## config.mk

```make
export PLATFORM = sky130hd
export DESIGN_NAME = segDisplayTop
export DESIGN_NICKNAME = d
export VERILOG_FILES = /design/src/rtl/apbMapPkg.sv /design/src/rtl/segDisplayPkg.sv /design/src/rtl/segDisplayTop.sv /design/src/rtl/segmentEncoder.sv /design/src/rtl/digitScanner.sv /design/src/rtl/segRegDecode.sv
export SDC_FILE = /design/constraint.sdc
export NUM_CORES = 1
export LEC_CHECK = 0
export ABC_AREA = 1
export BUFFER_PORTS_ARGS = -buffer_cell sky130_fd_sc_hd__buf_2
export CORE_ASPECT_RATIO = 1.5
export CORE_MARGIN = 10
export CORE_UTILIZATION = 45
export CTS_CLUSTER_SIZE = 28
export DETAILED_ROUTE_END_ITERATION = 7
export PLACE_DENSITY = 0.66
export SLEW_MARGIN = 20
export SYNTH_ARGS = -nofsm -noshare
export SYNTH_HDL_FRONTEND = slang
export SYNTH_SLANG_ARGS = --single-unit
```

## constraint.sdc

```tcl
create_clock -name clk -period 2.7 [get_ports clk]
set_input_delay 0.81 -clock clk [delete_from_list [all_inputs] [get_ports clk]]
set_output_delay 0.81 -clock clk [all_outputs]
set_load 0.02 [all_outputs]
```

## src/rtl/apbMapPkg.sv

```systemverilog
/*
 * APB register map of the display block.
 * Full 32-bit registers only; no byte strobes, no aliasing of
 * unaligned addresses, so offsets 1-3, 5-7 and 9-F read as zero.
 */
package apbMapPkg;

    localparam int AddrWidth = 4;               // byte address, 16 bytes decoded

    localparam logic [AddrWidth-1:0] CtrlAddr   = 4'h0;  // bit 0 enable
    localparam logic [AddrWidth-1:0] ScanAddr   = 4'h4;  // clocks per digit
    localparam logic [AddrWidth-1:0] DigitsAddr = 4'h8;  // four digit bytes

    localparam int CtrlEnableBit = 0;           // in the control register
    localparam int ScanWidth     = 16;          // scan period field, bits 15:0

    // digit i lives in bits 8i+7 .. 8i of the digits register
    localparam int DigitBits = 8;

    localparam logic [ScanWidth-1:0] ScanReset = 16'd1;  // one clock per digit

endpackage

```

## src/rtl/segDisplayPkg.sv

```systemverilog
/*
 * Display sizes, digit-word layout and segment encodings.
 * Segment numbering: 0 top, 1 upper right, 2 lower right, 3 bottom,
 * 4 lower left, 5 upper left, 6 middle. Hex table is active high.
 */
package segDisplayPkg;

    localparam int NumDigits = 4;               // digits on the board
    localparam int SegWidth  = 7;               // no decimal point

    localparam logic [SegWidth-1:0] SegOff = 7'b1111111; // common anode, all dark

    typedef struct packed {
        logic       rawFlag;                    // 0 here
        logic [2:0] reserved;                   // ignored
        logic [3:0] hexValue;                   // nibble to decode
    } hexView_t;

    typedef struct packed {
        logic                rawFlag;           // 1 here
        logic [SegWidth-1:0] segments;          // active high, passed straight
    } rawView_t;

    // one byte per digit, bit 7 picks the view
    typedef union packed {
        hexView_t hexView;
        rawView_t rawView;
    } digitWord_t;

    function automatic logic [SegWidth-1:0] hexToSeg(input logic [3:0] nibble);
        case (nibble)
            4'h0:    return 7'b0111111;
            4'h1:    return 7'b0000110;
            4'h2:    return 7'b1011011;
            4'h3:    return 7'b1001111;
            4'h4:    return 7'b1100110;
            4'h5:    return 7'b1101101;
            4'h6:    return 7'b1111101;
            4'h7:    return 7'b0000111;
            4'h8:    return 7'b1111111;
            4'h9:    return 7'b1101111;
            4'hA:    return 7'b1110111;
            4'hB:    return 7'b1111100;         // lower case b
            4'hC:    return 7'b1011000;         // lower case c
            4'hD:    return 7'b1011110;         // lower case d
            4'hE:    return 7'b1111001;
            4'hF:    return 7'b1110001;
            default: return 7'b0000000;         // unknown nibble, blank
        endcase
    endfunction

endpackage
```

## src/rtl/segDisplayTop.sv

```systemverilog
/*
 * Four-digit common-anode seven-segment controller on APB.
 * Anodes and segments are active low and registered.
 */
`timescale 1ns/10ps

module segDisplayTop (
    input  logic                                 clk,
    input  logic                                 rst_n,
    input  logic                                 psel,
    input  logic                                 penable,
    input  logic                                 pwrite,
    input  logic [apbMapPkg::AddrWidth-1:0]      paddr,
    input  logic [31:0]                          pwdata,
    output logic [31:0]                          prdata,
    output logic [segDisplayPkg::NumDigits-1:0]  anodes,
    output logic [segDisplayPkg::SegWidth-1:0]   segments
);

    logic                               enable;     // control register bit
    logic [apbMapPkg::ScanWidth-1:0]    scanPeriod; // clocks per digit
    logic [31:0]                        digits;     // four digit bytes
    segDisplayPkg::digitWord_t          curDigit;   // byte for the lit digit
    logic                               encEnable;  // staged enable

    segRegDecode regs (
        .clk, .rst_n, .psel, .penable, .pwrite, .paddr, .pwdata, .prdata,
        .enable, .scanPeriod, .digits
    );

    digitScanner scanner (
        .clk, .rst_n, .enable, .scanPeriod, .digits,
        .curDigit, .encEnable, .anodes
    );

    segmentEncoder encoder (
        .clk, .rst_n, .encEnable, .curDigit, .segments
    );

endmodule

```

## src/rtl/segmentEncoder.sv

```systemverilog
/*
 * Converts one digit word to active-low segments, registered.
 * Hex view decodes the low nibble, raw view passes bits 6:0 through.
 * Output is all dark while encEnable is low and after reset.
 */
`timescale 1ns/10ps

module segmentEncoder (
    input  logic                                 clk,
    input  logic                                 rst_n,
    input  logic                                 encEnable,
    input  segDisplayPkg::digitWord_t            curDigit,
    output logic [segDisplayPkg::SegWidth-1:0]   segments
);

    logic [segDisplayPkg::SegWidth-1:0] pattern; // active high, before the register
    logic                               isRaw;   // digit word in raw view

    //      -0-
    //     5   1
    //      -6-
    //     4   2
    //      -3-

    assign isRaw = curDigit.rawView.rawFlag;     // same bit in both views

    always_comb begin
        if (isRaw) begin
            pattern = curDigit.rawView.segments; // software picked the segments
        end
        else begin
            pattern = segDisplayPkg::hexToSeg(curDigit.hexView.hexValue);
        end
    end

    // common anode, so a lit segment is a low pin
    always_ff @(posedge clk, negedge rst_n) begin
        if (!rst_n) begin
            segments <= segDisplayPkg::SegOff;
        end
        else begin
            if (encEnable) begin
                segments <= ~pattern;
            end
            else begin
                segments <= segDisplayPkg::SegOff; // blank
            end
        end
    end

endmodule

```

## src/rtl/digitScanner.sv

```systemverilog
/*
 * Time-multiplexes the digits: dwell counter, digit index, anode drive.
 * Register changes reach the outputs two edges after the APB write.
 * Anodes are active low; all high while disabled.
 */
`timescale 1ns/10ps

module digitScanner (
    input  logic                                  clk,
    input  logic                                  rst_n,
    input  logic                                  enable,
    input  logic [apbMapPkg::ScanWidth-1:0]       scanPeriod,
    input  logic [31:0]                           digits,
    output segDisplayPkg::digitWord_t             curDigit,
    output logic                                  encEnable,
    output logic [segDisplayPkg::NumDigits-1:0]   anodes
);

    localparam int IdxWidth = $clog2(segDisplayPkg::NumDigits);

    logic                                 enableQ;   // first stage of enable
    logic [IdxWidth-1:0]                  idx;       // digit being fed to encoder
    logic [apbMapPkg::ScanWidth-1:0]      dwell;     // clocks spent on idx
    logic [apbMapPkg::ScanWidth-1:0]      lastCount; // dwell value that ends a window
    segDisplayPkg::digitWord_t [segDisplayPkg::NumDigits-1:0] digitsQ; // staged digit bytes

    assign lastCount = (scanPeriod == '0) ? '0 : scanPeriod - 1'b1; // period 0 acts as 1

    always_ff @(posedge clk, negedge rst_n) begin
        if (!rst_n) begin
            enableQ <= 1'b0;
            idx     <= '0;
            dwell   <= '0;
            anodes  <= '1;                      // all digits dark
        end
        else begin
            enableQ <= enable;
            if (!enableQ) begin
                idx   <= '0;                    // restart at digit 0
                dwell <= '0;
            end
            else if (dwell >= lastCount) begin  // also catches a shrunk period
                dwell <= '0;
                idx   <= (idx == IdxWidth'(segDisplayPkg::NumDigits - 1)) ? '0 : idx + 1'b1;
            end
            else begin
                dwell <= dwell + 1'b1;
            end
            // second stage, lines up with the encoder register
            anodes <= enableQ ? ~(segDisplayPkg::NumDigits'(1) << idx) : '1;
        end
    end

    // digit bytes staged alongside enable
    always_ff @(posedge clk) begin
        digitsQ <= digits;
    end

    assign curDigit  = digitsQ[idx];
    assign encEnable = enableQ;

endmodule

```

## src/rtl/segRegDecode.sv

```systemverilog
/*
 * APB slave with control, scan-period and digit registers.
 * Zero wait states, no pready or pslverr. prdata is combinational and
 * only valid in the access phase of a read; zero otherwise.
 */
`timescale 1ns/10ps

module segRegDecode (
    input  logic                             clk,
    input  logic                             rst_n,
    input  logic                             psel,
    input  logic                             penable,
    input  logic                             pwrite,
    input  logic [apbMapPkg::AddrWidth-1:0]  paddr,
    input  logic [31:0]                      pwdata,
    output logic [31:0]                      prdata,
    output logic                             enable,
    output logic [apbMapPkg::ScanWidth-1:0]  scanPeriod,
    output logic [31:0]                      digits
);

    logic writeEn;                              // access phase of a write
    logic readEn;                               // access phase of a read

    assign writeEn = psel && penable && pwrite;
    assign readEn  = psel && penable && !pwrite;

    // registers update at the edge ending the access phase
    always_ff @(posedge clk, negedge rst_n) begin
        if (!rst_n) begin
            enable     <= 1'b0;                 // display off
            scanPeriod <= apbMapPkg::ScanReset;
            digits     <= '0;                   // all digits show 0
        end
        else begin
            if (writeEn) begin
                case (paddr)
                    apbMapPkg::CtrlAddr: begin
                        enable <= pwdata[apbMapPkg::CtrlEnableBit];
                    end
                    apbMapPkg::ScanAddr: begin
                        scanPeriod <= pwdata[apbMapPkg::ScanWidth-1:0]; // 0 taken as 1 later
                    end
                    apbMapPkg::DigitsAddr: begin
                        digits <= pwdata;
                    end
                    default: begin
                        // unmapped, write dropped
                    end
                endcase
            end
        end
    end

    // read mux
    always_comb begin
        prdata = '0;                            // unmapped and idle read zero
        if (readEn) begin
            case (paddr)
                apbMapPkg::CtrlAddr: begin
                    prdata[apbMapPkg::CtrlEnableBit] = enable;
                end
                apbMapPkg::ScanAddr: begin
                    prdata[apbMapPkg::ScanWidth-1:0] = scanPeriod; // upper half zero
                end
                apbMapPkg::DigitsAddr: begin
                    prdata = digits;
                end
                default: begin
                    prdata = '0;
                end
            endcase
        end
    end

endmodule

```

# Word-level counts from Yosys, hierarchy flattened
# Memory sizes are Yosys's and may differ from the RTL's.
# Index checks and enable logic that the tools add are counted.
# totals
regBits	111
latch_bits	0
mem_bits_rw	0
rom_bits	112
input_bits	41
elab_cells	49
n_memories	1
# memory_table
memory	words	width	read_ports	rd_ports_with_merged_regs	wr	line_no	rtl
(name not given)	16	7	1	0	0	segDisplayPkg.sv:31	case (nibble)
# classes
n_addsub	3
n_mul	0
n_div	0
magnitude_cmp	2
eq_ne	4
shifts	1
n_mux	15
bitwise_logic	2
n_reduce_logical	9
# ops
cell	count
$mux W16	4
$mux W32	1
$pmux W15 S2	1
$add A16 B1 Y16 const B	1
$bmux W8 S2	1
$ge A16 B16 Y1	1
$logic_not A16 Y1	1
$sub A16 B1 Y16 const B	1
$mux W7	2
$mux W8	1
$not A7 Y7	1
$mux W2	3
$reduce_and A2 Y1	3
$eq A4 B3 Y1 const B	1
$eq A4 B4 Y1 const B	1
$logic_not A4 Y1	1
$mux W4	1
$not A4 Y4	1
$shl A1 B2 Y4 const A	1
$logic_and A1 B1 Y1	3
$lt A2 B3 Y1 const B	1
$pmux W1 S3	1
$add A2 B1 Y2 const B	1
$eq A2 B2 Y1 const B	1
other kinds (2)	2

# Longest topological paths before layout
# Gate-level depths: netlist of run 1.
# An unclocked memory read counts as a cell.
# depth
word_depth	6
depth_mapped	17
ltp_nobuf	17

# Hierarchy
# From an unflattened synthesis of run 1, not the netlist that was laid out.
# hier_totals
hier_cells	700
area_unflattened_um2	5936.9
# by_module_without_submodules
module	n_inst	cells_per_inst	area_each_um2
digitScanner	1	349	2900.3
segRegDecode	1	279	2511.2
segmentEncoder	1	72	525.5

# Worst setup path before layout of run 1
# No wires, ideal clock.
# synth_path
path_type	input-to-output
start	input port penable
end	output port prdata[10]
arrival_time_ns	1.794
setup_slack_ns	0.096
stages	5
cell_sequence	inv_1 > nor3_4 > inv_2 > clkbuf_1 > a21oi_1
# synth_via
elab_chain_cells	3
# synth_lines
element	line_no	rtl
from (decl)	segDisplayTop.sv:11	input logic penable,
$logic_and A1 B1 Y1 (2 in series)	segRegDecode.sv:26	assign readEn = psel && penable && !pwrite;
$mux W32	segRegDecode.sv:58	if (readEn) begin
to (decl)	segDisplayTop.sv:15	output logic [31:0] prdata,
# Every way passes these cells.

# Final worst setup path of run 1
# layout_path
start	input port paddr[1] (netlist bit)
end	output port prdata[0]
# layout_via
elab_chain_cells	3
word_cells_on_any_way	5
# layout_lines
element	line_no	rtl
from (decl)	segDisplayTop.sv:13	input logic [apbMapPkg::AddrWidth-1:0] paddr,
$eq A4 B4 Y1, or another cell as far along	segRegDecode.sv:59	case (paddr)
$pmux W1 S3 *	segRegDecode.sv:59	
$mux W32 *	segRegDecode.sv:58	
# Mark *: on every way between the ends. The rest lies on a longest branch, timed or not.

==> run metrics, run 1 <==
Hold Crit Class=register to register; CTS buffer count=9; Non-Filler Instances=961; layout cells sized above 1=24.97%; min cycle time layout=2.603 ns; Ys Warns=0; # IOs=84; Max Fclk=384.1 MHz; antenna viol nets, final=0; crit path launch type=primary input; die footprint=17700 um^2; CTS tree=yes; htree depth=3; row count=50; die span in y=158.0 um; vias per cell=5.051; Critical path origin=paddr[1]; GP Congestion=0.8570; sequential fraction of the synthesis area=46.06%; Mapped Avg Cell Area=8.177 um^2; first-pass GRT wire length=23560 um; Worst slew margin=62.67%; GRT Total Usage=16.07%; clock sinks=111; core footprint=12450 um^2; reg-to-reg critical path startpoint=regs.scanPeriod[7]$_DFFE_PN0P_; Yosys top cell by area=dfrtp_1; root buffer cell=clkbuf_16; worst-case reg-to-reg path depth=15; RSZ-0062 raised after global routing=yes; top cells by area, synth=dfrtp_1 (29%), nand2_1 (13%), dfxtp_1 (11%), ha_1 (6.1%), dfstp_2 (5.5%); Syn Inst Count=699; critical path arrival=1.79 ns; input/output buffers=83; initial antenna violation count=0; average wire per standard cell=15.02 um; area delta synth->final=18.70%; fin. max-slew vios=0; Worst Tran Pin Value=0.5600 ns; setup_tns=0 ns; final setup vio count=0; VDD IR max=0.4067 mV; status=finished, final reports clean; PwrDens=820.2 nW/um^2; largest net degree at the start of global routing=44; Syn Nets=768; vias in the first global route=4911; total iterations of the first detailed-routing run=5; Fin. Hold Viols=0; post-synth top area share=29.33%; Post-Route Skew=0.01009 ns; Core Util, Final=54.49%; Synth Cell Area=5715 um^2; crit path capture type=primary output; Clk pin slew, worst setup/hold paths=0.08 ns; DRC viols=0; hold path start=regs.digits[21]$_DFFE_PN0P_; CTS max path bufs=2; final net count=869; MaxCap Viol Count=0; worst skew pair latency=0.35 ns; Crit Path Class=primary input to primary output; period utilisation layout=96.42%; hold depth=0; Place WS=0.05100 ns; leakage=0.003428 uW; number of diodes=0; cts hold-fix bufs=0; # placed instances=942; DP HPWL=11230 um; gr ovfl total=0; Yosys cell types=36; initial core utilization=45.91%; PnR worst setup slack=0.09660 ns; Yosys reg bits=111; worst endpoint required time=1.89 ns; Die Wd=112.0 um; CP max FO=17; WL final=14430 um; DR iter-0 viols=214; routed vias=4854
through the flow:
stage | hold slack, ns | total power (uW) | cell area (um^2)
after floorplan | 0.3537 | 3581 | 5715
after global placement | 0.3873 | 4108 | 6394
after detailed placement | 0.3806 | 4154 | 6394
after CTS | 0.4011 | 5564 | 6721
after global routing | 0.4197 | 5945 | 6784
final | 0.3999 | 5564 | 6784
sequential cells by signal, indices dropped and copies added (netlist names):
| register | flops |
|---|---|
| scanner.digitsQ | 32 |
| regs.scanPeriod | 16 |
| regs.enable | 1 |
| scanner.encEnable | 1 |
| scanner.anodes | 4 |
| regs.digits | 32 |
| scanner.dwell | 16 |
| encoder.segments | 7 |
| scanner.idx | 2 |
repair_timing:
item / CTS / global route
buffers inserted: 0 / 1
setup endpoints to repair: 0 / 34
gates resized for setup: 0 / 17
cell usage after synthesis (all sizes together):
master / count
a21oi: 25
buf: 17
clkbuf: 2
dfrtp: 67
dfstp: 12
dfxtp: 32
ha: 28
inv: 78
mux2: 16
nand2: 207
nand3: 53
nand3b: 1
nand4: 6
nor2: 76
nor3: 12
o211ai: 3
o21ai: 49
o21bai: 1
o31ai: 1
or2: 1
xnor2: 4
xor2: 8
cells by family after synthesis:
logic type,Yosys count,synth area share [%]
buffers and inverters,97,7.487
AND/OR/NAND/NOR,356,26.95
flip-flops,111,46.06
adder cells (fa/ha/maj),28,6.130
multiplexers,16,4.203
XOR/XNOR,12,1.839
AO/OA/AOI/OAI,79,7.334
critical path, cell delays in order:
cell	delay, ns
buf_2	0.11
nor2_4	0.15
nand3_4	0.11
inv_8	0.13
nand2_1	0.06
o21ai_0	0.08
o21ai_0	0.12
inv_1	0.06
buf_2	0.15
cell type report:
class	instances	area, um^2
fillers	1166	5665
multi-input cells	492	2688
flip-flops and latches	111	2636
repair buffers	107	626.9
inverters	78	305.3
clock buffers	10	250.2
well taps	156	195.2
clock inverters	6	77.57
repair inverters	1	5.005
path summary, 6_finish.rpt:
kind,endpoint,slack [ns]
worst min-delay path,scanner.digitsQ[21]$_DFF_P_,0.40
worst min register to register,scanner.digitsQ[21]$_DFF_P_,0.40
worst max-delay path,prdata[0],0.1
worst max register to register,scanner.idx[0]$_DFFE_PN0P_,0.19
min in group asynchronous,regs.digits[23]$_DFFE_PN0P_,0.43
max in group asynchronous,encoder.segments[2]$_DFF_PN1_,1.59
cells in the final DEF, fill, tap and decap left out, types with 2 or more instances in the layout:
cell / n
nor2_4: 4
mux2_4: 16
clkinv_8: 2
xnor2_1: 4
a21oi_1: 25
dfxtp_1: 32
clkbuf_16: 10
inv_1: 64
buf_12: 2
nor2_2: 16
nor3_4: 2
ha_1: 28
nand3_1: 51
o211ai_1: 3
inv_8: 2
nand4_1: 6
dfrtp_2: 3
xor2_1: 8
dfrtp_1: 64
o21ai_1: 25
inv_6: 2
nor2_1: 56
nand2_1: 202
buf_4: 22
buf_2: 82
inv_2: 12
dfstp_2: 12
o21ai_0: 23
nor3_1: 10
nand2_2: 5
layer usage:
| layer | global-route usage [%] | up-vias | wire [um] |
|---|---|---|---|
| met2 | 30.41 | 119 | 7868 |
| met3 | 2.841 | 21 | 563 |
| li1 | - | 2434 | - |
| met5 | 0 | - | 0 |
| met4 | 4.667 | 0 | 216 |
| met1 | 17.82 | 2280 | 5784 |
power breakdown:
group / switching (uW) / total (uW) / internal [uW]
registers: 232 / 2230 / 1990
clock network: 689 / 1410 / 725
logic: 1210 / 1920 / 714
total: 2130 / 5560 / 3430
No activity file was read; power rests on OpenSTA's default activity.
==> inputs of run 2 (changes only) <==
CORE_UTILIZATION = 35   (was 45)
PLACE_DENSITY = 0.54   (was 0.66)
==> run 2 against run 1 <==
Compared with the run above: global-route usage shrank 2.0 points; combinational power rose by 5%; critical path type unchanged; cell area grew 3.0%; non-clock buffer count rose by 19; die area up 24%; clock skew is essentially flat; register-to-register slack about the same; routed wire length grew 8.0%; worst setup slack improved by 0.020 ns; sequential share of layout area decreased by 1.2 points; count of clock-buffer cells in the layout unchanged; maximum frequency rose by 0.76%.
==> run metrics, run 2 (synthesis results as in run 1) <==
area delta synth->final=22.31% (was 18.70%); largest net degree at the start of global routing=36 (was 44); hold depth=0 (unchanged); average wire per standard cell=15.15 um (was 15.02 um); htree depth=3 (unchanged); # placed instances=1010 (was 942); critical path arrival=1.77 ns (was 1.79 ns); routed vias=4811 (was 4854); fin. max-slew vios=0 (unchanged); RSZ-0062 raised after global routing=yes (unchanged); Crit Path Class=primary input to primary output (unchanged); DR iter-0 viols=258 (was 214); antenna viol nets, final=0 (unchanged); input/output buffers=83 (unchanged); fill count=1715 (was 1166); Hold Crit Class=register to register (unchanged); crit path launch type=primary input (unchanged); CP max FO=10 (was 17); Non-Filler Instances=1029 (was 961); PwrDens=795.8 nW/um^2 (was 820.2 nW/um^2); vias per cell=4.675 (was 5.051); crit path capture type=primary output (unchanged); commonest non-fill, non-tap cell in the layout=nand2_1 (unchanged); worst-case reg-to-reg path depth=18 (was 15); total iterations of the first detailed-routing run=6 (was 5); vias in the first global route=4816 (was 4911); initial antenna violation count=2 (was 0); CTS tree=yes (unchanged); core footprint=16120 um^2 (was 12450 um^2); first-pass GRT wire length=24960 um (was 23560 um); number of diodes=0 (unchanged); status=finished, final reports clean (unchanged); die footprint=21950 um^2 (was 17700 um^2); Worst slew margin=67.66% (was 62.67%); # IOs=84 (unchanged); Regs by FF count=regs.digits (32), scanner.digitsQ (32) (unchanged); die span in y=176.5 um (was 158.0 um); Worst Tran Pin Value=0.4851 ns (was 0.5600 ns); Max Fclk=387.0 MHz (was 384.1 MHz); DP HPWL=12460 um (was 11230 um); GRT Total Usage=14.10% (was 16.07%); CTS buffer count=9 (unchanged); clock sinks=111 (unchanged); GP Congestion=0.8476 (was 0.8570); initial core utilization=35.46% (was 45.91%); WL final=15590 um (was 14430 um); Clk pin slew, worst setup/hold paths=0.08 ns (about the same); Post-Route Skew=0.009718 ns (was 0.01009 ns); Fin. Hold Viols=0 (unchanged); VDD IR max=0.3037 mV (was 0.4067 mV); worst endpoint required time=1.89 ns (about the same); gr ovfl total=0 (unchanged); layout cells sized above 1=26.49% (was 24.97%); most frequent cells in the layout=nand2_1 (202), buf_2 (80), dfrtp_1 (67), inv_1 (63), nor2_1 (57) (was nand2_1 (202), buf_2 (82), inv_1 (64), dfrtp_1 (64), nor2_1 (56)); Die Wd=124.3 um (was 112.0 um); min cycle time layout=2.584 ns (was 2.603 ns); row count=57 (was 50); root buffer cell=clkbuf_16 (unchanged); final net count=887 (was 869); PnR worst setup slack=0.1161 ns (was 0.09660 ns); total power=5563 uW (was 5564 uW); CTS max path bufs=2 (unchanged); DRC viols=0 (unchanged); final setup vio count=0 (unchanged); period utilisation layout=95.70% (was 96.42%); leakage=0.003519 uW (was 0.003428 uW); Place WS=0.09171 ns (was 0.05100 ns); cts hold-fix bufs=0 (unchanged); MaxCap Viol Count=0 (unchanged); worst skew pair latency=0.36 ns (was 0.35 ns)
==> run 2: where the power goes <==
group	total, uW	internal [uW]	switching (uW)
Clock	1310	653	661
Sequential	2230	1990	237
Combinational	2020	784	1230
Total	5560	3430	2130
==> run 2: area by class of cell <==
cell class	count	area [um^2]	share of cell area [%]
timing repair buffer	126	808.3	11.56
clock buffer	10	229.0	3.275
clock inverter	6	60.06	0.8591
multi-input combinational	492	2708	38.73
sequential	111	2633	37.66
tap	206	257.7	3.687
inverter	78	295.3	4.224
==> run 2: per-layer routing <==
metal  up-vias  wire length [um]  global-route usage, %
li1       2461                 -                      -
met1      2240              6206                  15.39
met2        82              8380                  26.12
met3        24               566                  2.131
met4         4               415                  6.475
met5         -                21                      0
==> run 2: worst paths after layout <==
kind                                                      from                     endpoint  slack, ns
worst max register to register  regs.scanPeriod[0]$_DFFE_PN1P_   scanner.idx[1]$_DFFE_PN0P_       0.19
min in group asynchronous                                rst_n  regs.digits[29]$_DFFE_PN0P_       0.41
worst min register to register     regs.digits[10]$_DFFE_PN0P_  scanner.digitsQ[10]$_DFF_P_       0.40
max in group asynchronous                                rst_n   regs.digits[6]$_DFFE_PN0P_       1.65
worst min-delay path               regs.digits[10]$_DFFE_PN0P_  scanner.digitsQ[10]$_DFF_P_       0.40
worst max-delay path                                  paddr[1]                    prdata[3]       0.12
==> run 2: critical path, stage by stage <==
cell	delay (ns)
buf_2	0.11
nor2_4	0.14
nand3_2	0.09
inv_2	0.11
buf_12	0.13
nand2_1	0.05
a21oi_1	0.14
buf_2	0.19
==> run 2: timing repair <==
action / 4_1_cts / 5_1_grt
endpoints found under the setup margin: 0 / 21
setup buffers: 0 / 2
resized for setup: 0 / 15
==> run 2: per-stage QoR <==
stage	instance area, um^2	utilization, %	TNS (ns)	hold WS (ns)
3_5_place_dp	6629	41.13	0	0.3786
6_report	6990	43.37	0	0.3977
4_1_cts	6918	42.92	0	0.3961
2_1_floorplan	5715	-	0	0.3537
3_3_place_gp	6629	41.13	0	0.3788
5_1_grt	6990	43.37	-0.01600	0.4230
